**config.mk**
```make
export PLATFORM = sky130hd
export DESIGN_NAME = usb_loopback
export DESIGN_NICKNAME = d
export VERILOG_FILES = /design/src/loopback_pkg.sv /design/src/usb_loopback.sv /design/src/loopback_fifo.sv /design/src/attach_fsm.sv /design/src/attach_timer.sv /design/src/clk_rst_gen.sv
export SDC_FILE = /design/constraint.sdc
export NUM_CORES = 1
export LEC_CHECK = 0
export BUFFER_PORTS_ARGS = -buffer_cell sky130_fd_sc_hd__buf_2
export CORE_UTILIZATION = 54
export DETAILED_ROUTE_END_ITERATION = 12
export HOLD_SLACK_MARGIN = 0.03
export PLACE_DENSITY = 0.74
export SYNTH_ARGS = -nofsm -noshare
export SYNTH_HDL_FRONTEND = slang
export SYNTH_SLANG_ARGS = --single-unit
```
**constraint.sdc**
```tcl
create_clock -name clk -period 1.7 [get_ports clk]
set_clock_uncertainty 0.2 [all_clocks]
set_input_delay 0.085 -clock clk [delete_from_list [all_inputs] [get_ports clk]]
set_output_delay 0.085 -clock clk [all_outputs]
set_load 0.02 [all_outputs]
```
**src/loopback_pkg.sv**
```systemverilog
package loopback_pkg;

   // ####################################################################
   // timing constants.
   // ####################################################################

   // clk cycles per tick.
   localparam int TICK_DIV = 16;
   localparam int DIV_W = $clog2(TICK_DIV);

   // attach counter, shortened for simulation.
   localparam int CNT_W = 8;
   localparam int ATTACH_COUNT = 32;
   localparam int DONE_COUNT = 128;

   // ####################################################################
   // byte fifo.
   // ####################################################################

   localparam int FIFO_DEPTH = 8;
   localparam int PTR_W = $clog2(FIFO_DEPTH);

   // ####################################################################
   // types.
   // ####################################################################

   typedef logic [7:0] byte_t;
   typedef logic [CNT_W-1:0] tick_cnt_t;
   typedef logic [PTR_W-1:0] ptr_t;
   typedef logic [PTR_W:0] level_t;

   // one byte stream, ready travels the other way.
   typedef struct packed {
      byte_t data;
      logic  valid;
   } stream_s;

   typedef enum logic [1:0] {
      ST_RESET,
      ST_WAIT_ATTACH,
      ST_ATTACHED
   } attach_state_e;

endpackage
```
**src/usb_loopback.sv**
```systemverilog
`timescale 1ns/10ps

module usb_loopback
   import loopback_pkg::*;
   (
   input  logic    clk,
   input  logic    lock,
   input  stream_s rx_i,
   output logic    rx_ready_o,
   output stream_s tx_o,
   input  logic    tx_ready_i,
   output logic    usb_pu_o,
   output logic    led_o
   );

   logic rstn;
   logic tick;
   logic attach_hit;
   logic path_en;

   // ####################################################################
   // reset and tick.
   // ####################################################################

   clk_rst_gen u_clk_rst_gen (
      .clk    (clk),
      .lock   (lock),
      .rstn_o (rstn),
      .tick_o (tick)
   );

   // ####################################################################
   // attach.
   // ####################################################################

   attach_timer u_attach_timer (
      .clk          (clk),
      .rstn_i       (rstn),
      .tick_i       (tick),
      .attach_hit_o (attach_hit),
      .led_o        (led_o)
   );

   attach_fsm u_attach_fsm (
      .clk          (clk),
      .rstn_i       (rstn),
      .attach_hit_i (attach_hit),
      .usb_pu_o     (usb_pu_o),
      .path_en_o    (path_en)
   );

   // ####################################################################
   // echo path.
   // ####################################################################

   // stands in for the usb class core.
   loopback_fifo u_loopback_fifo (
      .clk        (clk),
      .rstn_i     (rstn),
      .en_i       (path_en),
      .rx_i       (rx_i),
      .rx_ready_o (rx_ready_o),
      .tx_o       (tx_o),
      .tx_ready_i (tx_ready_i)
   );

endmodule

```
**src/loopback_fifo.sv**
```systemverilog
`timescale 1ns/10ps

module loopback_fifo
   import loopback_pkg::*;
   (
   input  logic    clk,
   input  logic    rstn_i,
   input  logic    en_i,
   input  stream_s rx_i,
   output logic    rx_ready_o,
   output stream_s tx_o,
   input  logic    tx_ready_i
   );

   byte_t  mem [FIFO_DEPTH];
   ptr_t   wr_ptr;
   ptr_t   rd_ptr;
   level_t level_q;
   level_t rd_avail;
   logic   wr_q;
   logic   full;
   logic   empty;
   logic   wr_en;
   logic   rd_en;

   // ####################################################################
   // status.
   // ####################################################################

   assign full = (level_q == level_t'(FIFO_DEPTH));

   // last written byte becomes readable one cycle later.
   assign rd_avail = level_q - level_t'(wr_q);
   assign empty = (rd_avail == '0);

   assign rx_ready_o = en_i && !full;
   assign tx_o.valid = en_i && !empty;
   assign tx_o.data = mem[rd_ptr];

   assign wr_en = rx_i.valid && rx_ready_o;
   assign rd_en = tx_o.valid && tx_ready_i;

   // ####################################################################
   // storage.
   // ####################################################################

   always_ff @(posedge clk) begin
      if (wr_en) begin
         mem[wr_ptr] <= rx_i.data;
      end
   end

   // depth is a power of two, pointers wrap by themselves.
   always_ff @(posedge clk or negedge rstn_i) begin
      if (!rstn_i) begin
         wr_ptr <= '0;
         rd_ptr <= '0;
         level_q <= '0;
         wr_q <= 1'b0;
      end else begin
         wr_q <= wr_en;
         if (wr_en) begin
            wr_ptr <= wr_ptr + 1'b1;
         end
         if (rd_en) begin
            rd_ptr <= rd_ptr + 1'b1;
         end
         case ({wr_en, rd_en})
            2'b10: level_q <= level_q + 1'b1;
            2'b01: level_q <= level_q - 1'b1;
            default: level_q <= level_q;
         endcase
      end
   end

   // ####################################################################
   // checks.
   // ####################################################################

   a_no_overflow: assert property (@(posedge clk) disable iff (!rstn_i)
      wr_en |-> (level_q < level_t'(FIFO_DEPTH)));

   a_no_underflow: assert property (@(posedge clk) disable iff (!rstn_i)
      rd_en |-> (level_q != '0));

endmodule

```
**src/attach_fsm.sv**
```systemverilog
`timescale 1ns/10ps

module attach_fsm
   import loopback_pkg::*;
   (
   input  logic clk,
   input  logic rstn_i,
   input  logic attach_hit_i,
   output logic usb_pu_o,
   output logic path_en_o
   );

   attach_state_e state_q;
   attach_state_e state_d;
   logic          usb_pu_q;
   logic          path_en_q;

   // ####################################################################
   // next state.
   // ####################################################################

   always_comb begin
      state_d = state_q;
      case (state_q)
         ST_RESET: begin
            state_d = ST_WAIT_ATTACH;
         end
         ST_WAIT_ATTACH: begin
            if (attach_hit_i) begin
               state_d = ST_ATTACHED;
            end
         end
         ST_ATTACHED: begin
            state_d = ST_ATTACHED;
         end
         default: begin
            state_d = ST_RESET;
         end
      endcase
   end

   // ####################################################################
   // state and output registers.
   // ####################################################################

   always_ff @(posedge clk or negedge rstn_i) begin
      if (!rstn_i) begin
         state_q <= ST_RESET;
         usb_pu_q <= 1'b0;
         path_en_q <= 1'b0;
      end else begin
         state_q <= state_d;
         // set on entry, held until reset.
         if (state_d == ST_ATTACHED) begin
            usb_pu_q <= 1'b1;
            path_en_q <= 1'b1;
         end
      end
   end

   assign usb_pu_o = usb_pu_q;
   assign path_en_o = path_en_q;

   // no data before the host can see the device.
   a_en_needs_pu: assert property (@(posedge clk) disable iff (!rstn_i)
      path_en_o |-> usb_pu_o);

endmodule

```
**src/attach_timer.sv**
```systemverilog
`timescale 1ns/10ps

module attach_timer
   import loopback_pkg::*;
   (
   input  logic clk,
   input  logic rstn_i,
   input  logic tick_i,
   output logic attach_hit_o,
   output logic led_o
   );

   tick_cnt_t up_cnt;
   logic      cnt_done;

   assign cnt_done = (up_cnt >= tick_cnt_t'(DONE_COUNT));

   // saturating tick counter.
   always_ff @(posedge clk or negedge rstn_i) begin
      if (!rstn_i) begin
         up_cnt <= '0;
      end else begin
         if (tick_i && !cnt_done) begin
            up_cnt <= up_cnt + 1'b1;
         end
      end
   end

   // pull-up milestone, stays high once reached.
   assign attach_hit_o = (up_cnt >= tick_cnt_t'(ATTACH_COUNT));

   // led on while attaching.
   assign led_o = !cnt_done;

   a_cnt_bound: assert property (@(posedge clk) disable iff (!rstn_i)
      up_cnt <= tick_cnt_t'(DONE_COUNT));

endmodule

```
**src/clk_rst_gen.sv**
```systemverilog
`timescale 1ns/10ps

module clk_rst_gen
   import loopback_pkg::*;
   (
   input  logic clk,
   input  logic lock,
   output logic rstn_o,
   output logic tick_o
   );

   logic [1:0]       rstn_sync;
   logic [DIV_W-1:0] div_cnt;

   // ####################################################################
   // reset synchronizer.
   // ####################################################################

   // asserts at once on lock loss, releases on the second edge.
   always_ff @(posedge clk or negedge lock) begin
      if (!lock) begin
         rstn_sync <= 2'b00;
      end else begin
         rstn_sync <= {rstn_sync[0], 1'b1};
      end
   end

   assign rstn_o = rstn_sync[1];

   // ####################################################################
   // tick prescaler.
   // ####################################################################

   always_ff @(posedge clk or negedge rstn_o) begin
      if (!rstn_o) begin
         div_cnt <= DIV_W'(TICK_DIV - 1);
         tick_o <= 1'b0;
      end else begin
         tick_o <= (div_cnt == '0);
         if (div_cnt == '0) begin
            div_cnt <= DIV_W'(TICK_DIV - 1);
         end else begin
            div_cnt <= div_cnt - 1'b1;
         end
      end
   end

   // tick is a strobe.
   a_tick_single: assert property (@(posedge clk) disable iff (!rstn_o)
      tick_o |=> !tick_o);

endmodule

```
Word-level counts from Yosys, hierarchy flattened

Memories as Yosys holds them, arrays and structs flattened.
Cells that the tools add are included.

Register bits: 29
Memory bits (writable): 64
Input bits: 12
Output and inout port bits: 12
Logic and storage cells: 44
Memories kept: 1

Memories:

| memory              | words | bits a word | rd ports | clocked after memory_dff | wr ports | RTL line            | RTL |
|---|---|---|---|---|---|---|---|
| u_loopback_fifo.mem | 8     | 8           | 1        | 0                        | 1        | loopback_fifo.sv:15 | `byte_t mem [FIFO_DEPTH];` |

Add/subtract/negate cells: 7
Magnitude comparators: 2
Equality and inequality tests: 6
Muxes and demuxes: 6
Reduce and logical (&&, ||, !) cells: 12

Operators by type and width:

| operator            | number |
|---|---|
| $add 8x1->8 const B | 1 |
| $ge 8x6->1 const B  | 1 |
| $ge 8x8->1 const B  | 1 |
| $logic_not 4->1     | 2 |
| $pmux 4 s2          | 1 |
| $sub 4x1->4 const B | 2 |
| $add 3x1->3 const B | 2 |
| $eq 2x2->1 const B  | 3 |
| $pmux 2 s3          | 1 |
| $logic_and 1x1->1   | 5 |
| $add 4x1->4 const B | 1 |
| $eq 2x1->1 const B  | 2 |
| $eq 4x4->1 const B  | 1 |
| $mux 4              | 1 |
| $sub 4x1->4         | 1 |
| $logic_not 1->1     | 3 |
| $logic_not 2->1     | 1 |
| $mux 1              | 2 |
| $mux 2              | 1 |
| $reduce_bool 2->1   | 1 |

Logic depth before layout (Yosys ltp)

Gate-level depths: netlist of the first run.

Depth in word-level cells: 7
Depth in mapped cells: 9
Gate-level depth less buffers: 9

Hierarchy

Synthesis of the first run repeated with hierarchy kept, for this count alone.

Cell total of the unflattened synthesis: 223
Area total of the unflattened synthesis: 3957.5 µm²

By module, submodules not included:

| module        | times used | cells each | area each (µm²) | sequential area each (µm²) |
|---|---|---|---|---|
| loopback_fifo | 1          | 163        | 3194.3          | 2197.1 |
| attach_timer  | 1          | 33         | 390.4           | 200.2 |
| clk_rst_gen   | 1          | 18         | 260.2           | 180.2 |
| attach_fsm    | 1          | 9          | 112.6           | 75.1 |

Least setup slack after synthesis of the first run

No wires, ideal clock.

Kind: register to register
Start: register u_loopback_fifo.level_q[0]
End: register u_loopback_fifo.level_q[3]
Setup time: 0.134 ns
Arrival: 2.622 ns
Data required time: 1.366 ns
Slack: -1.256 ns
Cell stages (with the launch flop): 10
Path buffers: 0
Clock period less this slack: 2.956 ns
Path through: dfrtp_1 > inv_1 > ha_1 > nor3b_1 > a21oi_1 > ha_1 > ha_1 > or4b_2 > o311ai_0 > o211ai_1

Cells in the longest elaborated chain, start to end: 7
Elaborated cells between the ends (all ways): 15
Those cells by class: add/sub (3); eq/ne (3); mux (1); reduce/logical (8)

RTL lines:

| item                                            | RTL line            | RTL |
|---|---|---|
| from (decl)                                     | loopback_fifo.sv:18 | `level_t level_q;` |
| from (signal assigned)                          | loopback_fifo.sv:69 | `2'b10: level_q <= level_q + 1'b1;` |
| from (signal assigned)                          | loopback_fifo.sv:70 | `2'b01: level_q <= level_q - 1'b1;` |
| from (signal assigned)                          | loopback_fifo.sv:71 | `default: level_q <= level_q;` |
| $sub 4x1->4 (*)                                 | loopback_fifo.sv:33 | `assign rd_avail = level_q - level_t'(wr_q);` |
| $logic_not 4->1 (*)                             | loopback_fifo.sv:34 | `assign empty = (rd_avail == '0);` |
| $logic_not 1->1 (*)                             | loopback_fifo.sv:37 | `assign tx_o.valid = en_i && !empty;` |
| $logic_and 1x1->1 (*)                           | loopback_fifo.sv:37 |  |
| $logic_and 1x1->1 (*)                           | loopback_fifo.sv:41 | `assign rd_en = tx_o.valid && tx_ready_i;` |
| net u_loopback_fifo.rd_en                       | loopback_fifo.sv:24 | `logic rd_en;` |
| $eq 2x1->1 or $eq 2x2->1 (tied branches)        | loopback_fifo.sv:68 | `case ({wr_en, rd_en})` |
| $pmux 4 s2 or $reduce_bool 2->1 (tied branches) | --                  |  |

Mark *: on every way through the listed nets, which the timed path passes. The rest lies on a longest branch.
A chain may end at the register's enable or synchronous reset.

Worst setup path in the final report of the first run

Start: register u_loopback_fifo.level_q[1]
End: register u_loopback_fifo.level_q[3]

Cells in the longest elaborated chain, start to end: 7
Elaborated cells between the ends (all ways): 15
Those cells by class: add/sub (3); eq/ne (3); mux (1); reduce/logical (8)

RTL lines:

| item                                            | RTL line |
|---|---|
| $sub 4x1->4                                     | loopback_fifo.sv:33 |
| $logic_not 4->1                                 | loopback_fifo.sv:34 |
| $logic_not 1->1                                 | loopback_fifo.sv:37 |
| $logic_and 1x1->1                               | loopback_fifo.sv:37 |
| $logic_and 1x1->1                               | loopback_fifo.sv:41 |
| $eq 2x1->1 or $eq 2x2->1 (tied branches)        | loopback_fifo.sv:68 |
| $pmux 4 s2 or $reduce_bool 2->1 (tied branches) | -- |

Parallel ways exist; a longest one is shown, timed or not.

==> results of run 1 <==
[state kept, by name, summed over array words and instances, names as in the netlist]
name,flops
u_clk_rst_gen.div_cnt,4
u_loopback_fifo.rd_ptr,3
u_attach_fsm.state_q,2
u_loopback_fifo.wr_ptr,3
u_clk_rst_gen.rstn_sync,2
u_loopback_fifo.mem,64
u_attach_fsm.usb_pu_o,1
u_loopback_fifo.wr_q,1
u_attach_timer.up_cnt,8
u_clk_rst_gen.tick_o,1
u_loopback_fifo.level_q,4
[worst max path at each step]
| stage | cells after the start | slack, ns | endpoint |
|---|---|---|---|
| floorplan | 7 | -0.89 | u_loopback_fifo.level_q[3] |
| finish | 7 | -0.78 | u_loopback_fifo.level_q[3] |
| global route | 9 | -0.83 | u_loopback_fifo.level_q[3] |
| detailed placement | 9 | -0.80 | u_loopback_fifo.level_q[3] |
| global placement | 9 | -0.74 | u_loopback_fifo.level_q[3] |
| CTS | 9 | -0.74 | u_loopback_fifo.level_q[3] |
[area by class of cell]
class | instances | area (um^2) | area share [%]
sequential | 93 | 2653 | 52.66
multi-input combinational | 112 | 1318 | 26.15
timing repair buffer | 76 | 724.4 | 14.38
clock buffer | 11 | 141.4 | 2.807
tap | 96 | 120.1 | 2.384
inverter | 12 | 45.04 | 0.8942
clock inverter | 5 | 36.28 | 0.7203
[cell usage in the layout, fill, tap and decap left out, types with 2 or more instances in the layout]
master          n
nor3_2          3
nand2_1         8
o31ai_1         3
a21oi_2         4
ha_1            6
o21ai_0         2
nor2b_1         2
inv_1          11
buf_12          9
nor3b_1         3
or4b_4          2
clkinvlp_4      2
nor2_4          3
edfxtp_1       64
dlygate4sd3_1  13
dfrtp_1        25
buf_6          13
nand4_1         6
dfstp_2         4
clkbuf_8       10
mux2i_1         2
mux2_2          2
xor2_1          3
buf_2          16
nand3_1         4
mux4_2         16
ha_4            4
xnor2_1        10
buf_4          25
mux2_4          9
nand2b_1        2
[timing repair]
item / in CTS / in global routing
gates resized for setup: 24 / 20
endpoints found under the setup margin: 80 / 84
buffers inserted: 9 / 6
hold buffers: 13 / 0
pin swaps: 11 / 9
hold endpoints to repair: 75 / 0
[cell families after synthesis]
kind of cell / Yosys count
compound gates: 15
xor+xnor: 14
fa+ha+maj: 11
buf+inv: 20
flops: 93
mux: 29
other cells: 1
simple gates: 42
[worst max-delay path, stage by stage, from the launching register on]
cell      delay [ns]
dfrtp_1         0.39
or4b_4          0.57
nand3_4         0.13
ha_4            0.18
ha_4            0.21
or4b_4          0.48
o311ai_2        0.09
o211ai_1        0.12
[layer usage]
| layer | track usage, % | routed length (um) | vias to the layer above |
|---|---|---|---|
| met2 | 36.08 | 3767 | 37 |
| li1 | - | - | 1016 |
| met3 | 3.886 | 175 | 10 |
| met1 | 27.22 | 3204 | 1134 |
| met4 | 8.346 | 76 | 0 |
| met5 | 0 | 0 | - |
[power groups by stage]
stage	combinational, mW	sequential (mW)	clock [mW]
finish	0.0729	2.43	1.33
detailed placement	0.0476	2.48	0
CTS	0.0738	2.43	1.36
global route	0.0811	2.43	1.45
global placement	0.0447	2.48	0
floorplan	0.000248	2.48	0
==> impl_results.md, run 1 <==
* Slack of the critical path at -0.7794 ns
* Sw frac at 20.69%
* R2R cell count at 7
* Mean area per synthesized cell at 17.46 um^2
* Die width at 87.30 um
* Cells after Synth at 225
* DRT iter0 DRCs at 158
* CP required at 1.72 ns
* Count leader, synth: edfxtp_1
* GP Congestion at 0.7465
* Max Slew Vio Count at 0
* Layout area overhead at 28.22%
* GRT Total Usage at 21.24%
* CTS buffer count at 9
* Layout cell share with drive strength beyond 1 at 43.69%
* CTS clock-pin slew for the worst setup and hold paths at 0.09 ns
* Asr flop ratio synth at 31.18%
* Synth top area share at 48.92%
* IO Pins at 24
* Crit Path Class: reg -> reg
* Num Clock Sinks at 93
* Synth Flop Type: edfxtp_1
* Top cells by count, synth: edfxtp_1, dfrtp_1, mux4_1
* Xor/xnor share of the synthesized area at 3.121%
* Initial antenna violation count at 0
* H-Tree Level Count at 3
* Syn Std Cell Area at 3929 um^2
* DRT Wirelength at 7223 um
* Worst vdd ir at 514.7 uV
* Worst R2R Start: u_loopback_fifo.level_q[1]
* Core ar. at 6907 um^2
* Minimum period implied by the final worst setup slack at 2.479 ns
* Vias in the first global route at 2,303
* DP Worst Slack at -0.7967 ns
* Dpl hpwl at 4366 um
* Startpoint types: register
* Simple-gate portion of the synthesized area at 6.146%
* Compound-gate portion of the synthesized area at 2.484%
* Grt ovf at 0
* Post-synthesis sequential area ratio at 67.52%
* CTS Buffer Depth at 2
* TritonRoute pass-1 iters at 4
* Most area-hungry cell type in the Yosys netlist: edfxtp_1
* Setup slack, reg-to-reg at -0.78 ns
* Post-route design area at 5037 um^2
* Inst Count DP at 367
* R2R Path End: u_loopback_fifo.level_q[3]
* Critical Path End Type: register
* Failing checks: setup timing
* Post-DP Area at 4518 um^2
* Clk root buf: clkbuf_8
* Fin cells at 405
* Worst Path Max Fanout at 3
* Peak Freq at 403.3 MHz
* Switching Power at 791.6 uW
* Largest net degree at the start of global routing at 20
* Via-to-Cell Ratio at 5.425
* Period utilization at 145.8%
* PD cells at 759.5 nW/um^2
* Outcome: complete, but fails checks
* Endpoints failing hold at 0
* Global-route wire length before repair at 11,620 um
* Port Buffer Count at 23
* DRC violations left at 0
* Finished Core Util at 72.93%
* Min-Delay Path Class: reg -> async
* Area contributors post-synth: edfxtp_1, dfrtp_1, mux4_1
* Post-Synth Adder-Cell Area at 3.694%
* WHS at 0.08165 ns
* Routed WL per cell at 17.83 um
* Routed Antenna Nets at 0
* Nets at 327
* Leak pwr at 1.859 nW
* MaxCap Viol Count at 0
* Initial Util at 56.88%
* Synth warn at 0
* Total negative slack at -28.18 ns
* Final-report setup violation count at 84
* Synth Net Count at 248
* Die Y at 87.30 um
* Clock group share of total power at 34.7%
* RSZ-0062 raised after global routing: true
* EDFF count, synth at 64
* Seq cells post-synth at 93
* Mux cell area share after synthesis at 14.36%
* CTS tree: built
* Flop pwr share at 63.4%
* Combinational family with the most area after synthesis: multiplexers
* Cell Int Power at 3.034 mW
* Skew-Pair Late Insertion Delay at 0.34 ns
* Row cnt at 30
* Combinational share of power at 1.9%
* Fillers at 429
* # diodes at 0
* Critical path startpoint: u_loopback_fifo.level_q[1]
* Arrival @ worst endpoint at 2.50 ns
* Total power at 3.826 mW
* Vias at 2,197
* Die area at 7620 um^2
* Post-synth cell types at 38
Note: power is estimated with default switching activity, not from simulation.
==> inputs of run 2 (changes only) <==
--- a/config.mk
+++ b/config.mk
@@ -6,10 +6,11 @@
 export NUM_CORES = 1
 export LEC_CHECK = 0
 export BUFFER_PORTS_ARGS = -buffer_cell sky130_fd_sc_hd__buf_2
-export CORE_UTILIZATION = 54
+export CORE_ASPECT_RATIO = 1.25
+export CORE_UTILIZATION = 60
 export DETAILED_ROUTE_END_ITERATION = 12
 export HOLD_SLACK_MARGIN = 0.03
-export PLACE_DENSITY = 0.74
+export PLACE_DENSITY = 0.78
 export SYNTH_ARGS = -nofsm -noshare
 export SYNTH_HDL_FRONTEND = slang
 export SYNTH_SLANG_ARGS = --single-unit
==> constraint.sdc (replaced) <==
create_clock -name clk -period 2.4 [get_ports clk]
set_clock_uncertainty 0.2 [all_clocks]
set_input_delay 0.12 -clock clk [delete_from_list [all_inputs] [get_ports clk]]
set_output_delay 0.12 -clock clk [all_outputs]
set_load 0.02 [all_outputs]
==> impl_results.md, run 2 (synthesized netlist as in run 1, its figures left out) <==
* Outcome: complete, but fails checks
* Failing checks: setup timing
* Minimum period implied by the final worst setup slack at 2.454 ns
* Num Clock Sinks at 93
* Slack of the critical path at -0.05365 ns
* Most flops, register: u_loopback_fifo.mem
* Least-Margin Pin Slew at 0.8889 ns
* Port Buffer Count at 23
* Inst Count DP at 346
* Min-Delay Path Class: reg -> async
* WHS at 0.04923 ns
* CTS clock-pin slew for the worst setup and hold paths at 0.09 ns
* Vias in the first global route at 2,246
* Worst vdd ir at 303.0 uV
* Die Y at 92.47 um
* Routed WL per cell at 17.81 um
* IO Pins at 24
* TritonRoute pass-1 iters at 4
* Initial Util at 62.90%
* CP required at 2.43 ns
* CP max-delay cell: or4b_4
* MaxCap Viol Count at 0
* Layout cell share with drive strength beyond 1 at 32.88%
* CTS buffer count at 9
* Row cnt at 32
* Fillers at 376
* Total negative slack at -0.05365 ns
* Startpoint types: register
* Final-report setup violation count at 1
* Most common cell after layout, fill and taps aside: edfxtp_1
* Worst Path Max Fanout at 4
* Layout area overhead at 19.97%
* Die area at 6877 um^2
* H-Tree Level Count at 3
* Commonest cells after routing, fill and taps aside: edfxtp_1, buf_4, dfrtp_1, buf_2, mux4_1
* Global-route wire length before repair at 10,740 um
* Leak pwr at 1.771 nW
* PD cells at 576.0 nW/um^2
* Clk root buf: clkbuf_8
* Routed Antenna Nets at 0
* # diodes at 0
* DRC violations left at 0
* CTS tree: built
* Crit-path cells: inv_2 > ha_4 > nor3b_4 > a21oi_2 > ha_4 > ha_4 > or4b_4 > o311ai_2 > o211ai_1
* GRT Total Usage at 22.19%
* Crit-path max cell delay at 0.53 ns
* Slew headroom at 40.52%
* Area occupied by multi-input gates at 1271 um^2
* Post-route design area at 4713 um^2
* Arrival @ worst endpoint at 2.49 ns
* Most Frequent Cell on Critical Path: ha_4
* Max reg flops at 64
* DP Worst Slack at -0.08462 ns
* Grt ovf at 0
* Vias at 2,132
* RSZ-0062 raised after global routing: true
* Peak Freq at 407.6 MHz
* Nets at 313
* Die width at 74.38 um
* Largest net degree at the start of global routing at 28
* Top cell family by delay on the critical path: simple AND/OR/NAND/NOR gates
* Largest regs: u_loopback_fifo.mem: 64 flops, u_attach_timer.up_cnt: 8 flops
* Skew-Pair Late Insertion Delay at 0.35 ns
* Finished Core Util at 75.46%
* Endpoints failing hold at 0
* Register area at 2654 um^2
* Max Slew Vio Count at 0
* Post-DP Area at 4309 um^2
* DRT iter0 DRCs at 174
* Fin cells at 380
* Crit Path Class: reg -> reg
* Core ar. at 6246 um^2
* Critical Path End Type: register
* GP Congestion at 0.7623
* Via-to-Cell Ratio at 5.611
* Initial antenna violation count at 0
* Total power at 2.715 mW
* Dpl hpwl at 4304 um
* WP buf/inv at 1
* Period utilization at 102.2%
* DRT Wirelength at 6768 um
* CTS Buffer Depth at 2
[run 2: cell count changes in the layout (fill, tap and decap cells not counted), moves of 3 or more]
cell and change:
nor2_4 -3, buf_6 -12, nor2_1 +3, buf_12 -8, mux2_2 +9, mux4_1 +16, buf_2 +7, mux2_4 -9
mux4_2 -16, nor3_1 +4, nor3_2 -3
[run 2: final cells by class]
cell class | instances | share of cell area (%)
multi-input cells | 112 | 26.97
inverters | 12 | 0.9557
clock inverters | 6 | 0.9557
repair buffers | 62 | 9.636
clock buffers | 10 | 2.920
well taps | 85 | 2.256
flip-flops and latches | 93 | 56.30
[run 2: metal layers]
| metal | track usage [%] | routed length, um | vias to the layer above |
|---|---|---|---|
| met2 | 37.76 | 3585 | 49 |
| met5 | 0 | 0 | - |
| met3 | 3.591 | 200 | 19 |
| li1 | - | - | 1003 |
| met1 | 26.23 | 2801 | 1061 |
| met4 | 12.42 | 181 | 0 |
[run 2: path summary, 6_finish.rpt]
check | start | end | slack, ns | depth (start not counted)
worst max register to register | u_loopback_fifo.level_q[0] | u_loopback_fifo.level_q[3] | -0.05 | 9
worst min-delay path | u_clk_rst_gen.rstn_sync[1] | u_attach_timer.up_cnt[0] | 0.05 | 1
max in group asynchronous | lock | u_clk_rst_gen.rstn_sync[1] | 1.46 | 3
worst min register to register | u_clk_rst_gen.rstn_sync[1] | u_attach_timer.up_cnt[0] | 0.05 | 1
min in group clk | u_clk_rst_gen.rstn_sync[0] | u_clk_rst_gen.rstn_sync[1] | 0.16 | 0
worst max-delay path | u_loopback_fifo.level_q[0] | u_loopback_fifo.level_q[3] | -0.05 | 9
[run 2: report_power, final]
group | leakage, nW | switching [mW] | total, mW | internal, mW
Sequential | 0.942 | 0.000423 | 1.72 | 1.72
Clock | 0.0936 | 0.538 | 0.950 | 0.412
Combinational | 0.735 | 0.0273 | 0.0477 | 0.0204
[run 2: timing repair]
| item | CTS | global route |
|---|---|---|
| endpoints found under the setup margin | 2 | 2 |
| pin swaps | 7 | 4 |
| endpoints found under the hold margin | 69 | 0 |
| cloned | 0 | 0 |
| hold buffers | 12 | 0 |
| setup buffers | 2 | 4 |
| gates resized for setup | 8 | 2 |
==> inputs of run 3 (changes only) <==
--- a/config.mk
+++ b/config.mk
@@ -6,11 +6,14 @@
 export NUM_CORES = 1
 export LEC_CHECK = 0
 export BUFFER_PORTS_ARGS = -buffer_cell sky130_fd_sc_hd__buf_2
+export CELL_PAD_IN_SITES_DETAIL_PLACEMENT = 1
+export CELL_PAD_IN_SITES_GLOBAL_PLACEMENT = 1
 export CORE_ASPECT_RATIO = 1.25
-export CORE_UTILIZATION = 60
+export CORE_UTILIZATION = 52
 export DETAILED_ROUTE_END_ITERATION = 12
 export HOLD_SLACK_MARGIN = 0.03
 export PLACE_DENSITY = 0.78
 export SYNTH_ARGS = -nofsm -noshare
 export SYNTH_HDL_FRONTEND = slang
 export SYNTH_SLANG_ARGS = --single-unit
+export TNS_END_PERCENT = 100
==> impl_results.md, run 3 (synthesized netlist as in run 1, its figures left out) <==
* Die Y at 99.18 um
* Crit-path cells: inv_2 > ha_4 > xnor2_1 > a21oi_2 > ha_4 > ha_4 > or4b_4 > o311ai_4 > o211ai_1
* CP max-delay cell: or4b_4
* Routed WL per cell at 20.85 um
* CP required at 2.43 ns
* DRC violations left at 0
* Outcome: complete, but fails checks
* CTS Buffer Depth at 2
* Slew headroom at 32.95%
* Endpoints failing hold at 0
* Slack of the critical path at -0.1136 ns
* Period utilization at 104.7%
* Via-to-Cell Ratio at 5.710
* Most common cell after layout, fill and taps aside: edfxtp_1
* GRT Total Usage at 22.70%
* Die area at 7909 um^2
* Vias in the first global route at 2,435
* Num Clock Sinks at 93
* Port Buffer Count at 23
* Area occupied by multi-input gates at 1281 um^2
* Initial Util at 53.40%
* Crit-path max cell delay at 0.49 ns
* Top cell family by delay on the critical path: adder cells
* Least-Margin Pin Slew at 1.002 ns
* Startpoint types: register
* H-Tree Level Count at 3
* Commonest cells after routing, fill and taps aside: edfxtp_1, dfrtp_1, buf_4, buf_2, mux4_1
* Most Frequent Cell on Critical Path: ha_4
* Die width at 79.75 um
* Critical Path End Type: register
* Worst vdd ir at 357.1 uV
* TritonRoute pass-1 iters at 4
* MaxCap Viol Count at 0
* WP buf/inv at 1
* DRT iter0 DRCs at 112
* Post-DP Area at 4333 um^2
* Skew-Pair Late Insertion Delay at 0.36 ns
* Core ar. at 7357 um^2
* Max Slew Vio Count at 0
* CTS buffer count at 9
* Max reg flops at 64
* Layout area overhead at 21.21%
* Most flops, register: u_loopback_fifo.mem
* RSZ-0062 raised after global routing: true
* Final-report setup violation count at 2
* Worst Path Max Fanout at 3
* # diodes at 0
* Clk root buf: clkbuf_8
* Inst Count DP at 355
* Initial antenna violation count at 0
* Fillers at 669
* PD cells at 608.1 nW/um^2
* Grt ovf at 0
* Layout cell share with drive strength beyond 1 at 31.97%
* Nets at 312
* Failing checks: setup timing
* CTS tree: built
* DRT Wirelength at 8047 um
* Minimum period implied by the final worst setup slack at 2.514 ns
* Largest net degree at the start of global routing at 28
* Setup slack, reg-to-reg at -0.11 ns
* DP Worst Slack at -0.1718 ns
* Crit Path Class: reg -> reg
* Arrival @ worst endpoint at 2.55 ns
* Post-route design area at 4762 um^2
* GP Congestion at 0.7649
* Global-route wire length before repair at 12,720 um
* Row cnt at 35
* CTS clock-pin slew for the worst setup and hold paths at 0.08 ns
* Routed Antenna Nets at 0
* Peak Freq at 397.8 MHz
* Vias at 2,204
* Leak pwr at 1.784 nW
* Dpl hpwl at 5196 um
* Register area at 2653 um^2
* Fin cells at 386
* Min-Delay Path Class: reg -> async
* IO Pins at 24
* Largest regs: u_loopback_fifo.mem: 64 flops, u_attach_timer.up_cnt: 8 flops
==> run 3: area by class of cell <==
type,instances,area share [%]
multi-input combinational,112,26.90
sequential,93,55.70
clock inverter,6,1.971
tap,92,2.417
clock buffer,10,2.680
inverter,12,0.9459
timing repair buffer,61,9.380
==> run 3: per-layer routing <==
layer / GRT usage (%) / part of all wire (%) / wire length, um / vias to the layer above
met5: 0 / 0 / 0 / -
met4: 11.68 / 3.4 / 275 / 0
met3: 5.229 / 2.4 / 195 / 27
met2: 39.12 / 53 / 4265 / 44
met1: 26.22 / 41 / 3310 / 1141
li1: - / - / - / 992
==> run 3: power by group <==
group	total, mW	switching, mW	internal [mW]
clock network	1.13	0.534	0.596
registers	1.72	0.000645	1.72
logic	0.0481	0.0277	0.0204
==> run 3: what timing repair did <==
item	CTS	global route
setup buffers	3	0
pin swaps	10	4
gates resized for setup	9	1
setup endpoints to repair	5	10
hold buffers	12	0
endpoints found under the hold margin	69	0
==> run 3: path summary, 6_finish.rpt <==
kind | from | endpoint | depth (start not counted)
max | u_loopback_fifo.level_q[0] | u_loopback_fifo.level_q[3] | 9
min | u_clk_rst_gen.rstn_sync[1] | u_attach_timer.up_cnt[4] | 1
max reg2reg | u_loopback_fifo.level_q[0] | u_loopback_fifo.level_q[3] | 9
min reg2reg | u_clk_rst_gen.rstn_sync[1] | u_attach_timer.up_cnt[4] | 1
max in group asynchronous | lock | u_clk_rst_gen.rstn_sync[1] | 3
min in group clk | u_clk_rst_gen.rstn_sync[0] | u_clk_rst_gen.rstn_sync[1] | 0
==> run 3: stage by stage <==
step           TNS (ns)  hold slack (ns)  power (mW)  utilization (%)
2_1_floorplan   -0.1892          -0.3756       1.760                -
3_3_place_gp   -0.06411          -0.2935       1.783            58.89
3_5_place_dp    -0.2124          -0.2917       1.786            58.89
4_1_cts         -0.1301          0.09089       2.919            64.68
5_1_grt         -0.5268           0.1233       2.975            64.73
6_report        -0.1406          0.06625       2.896            64.73
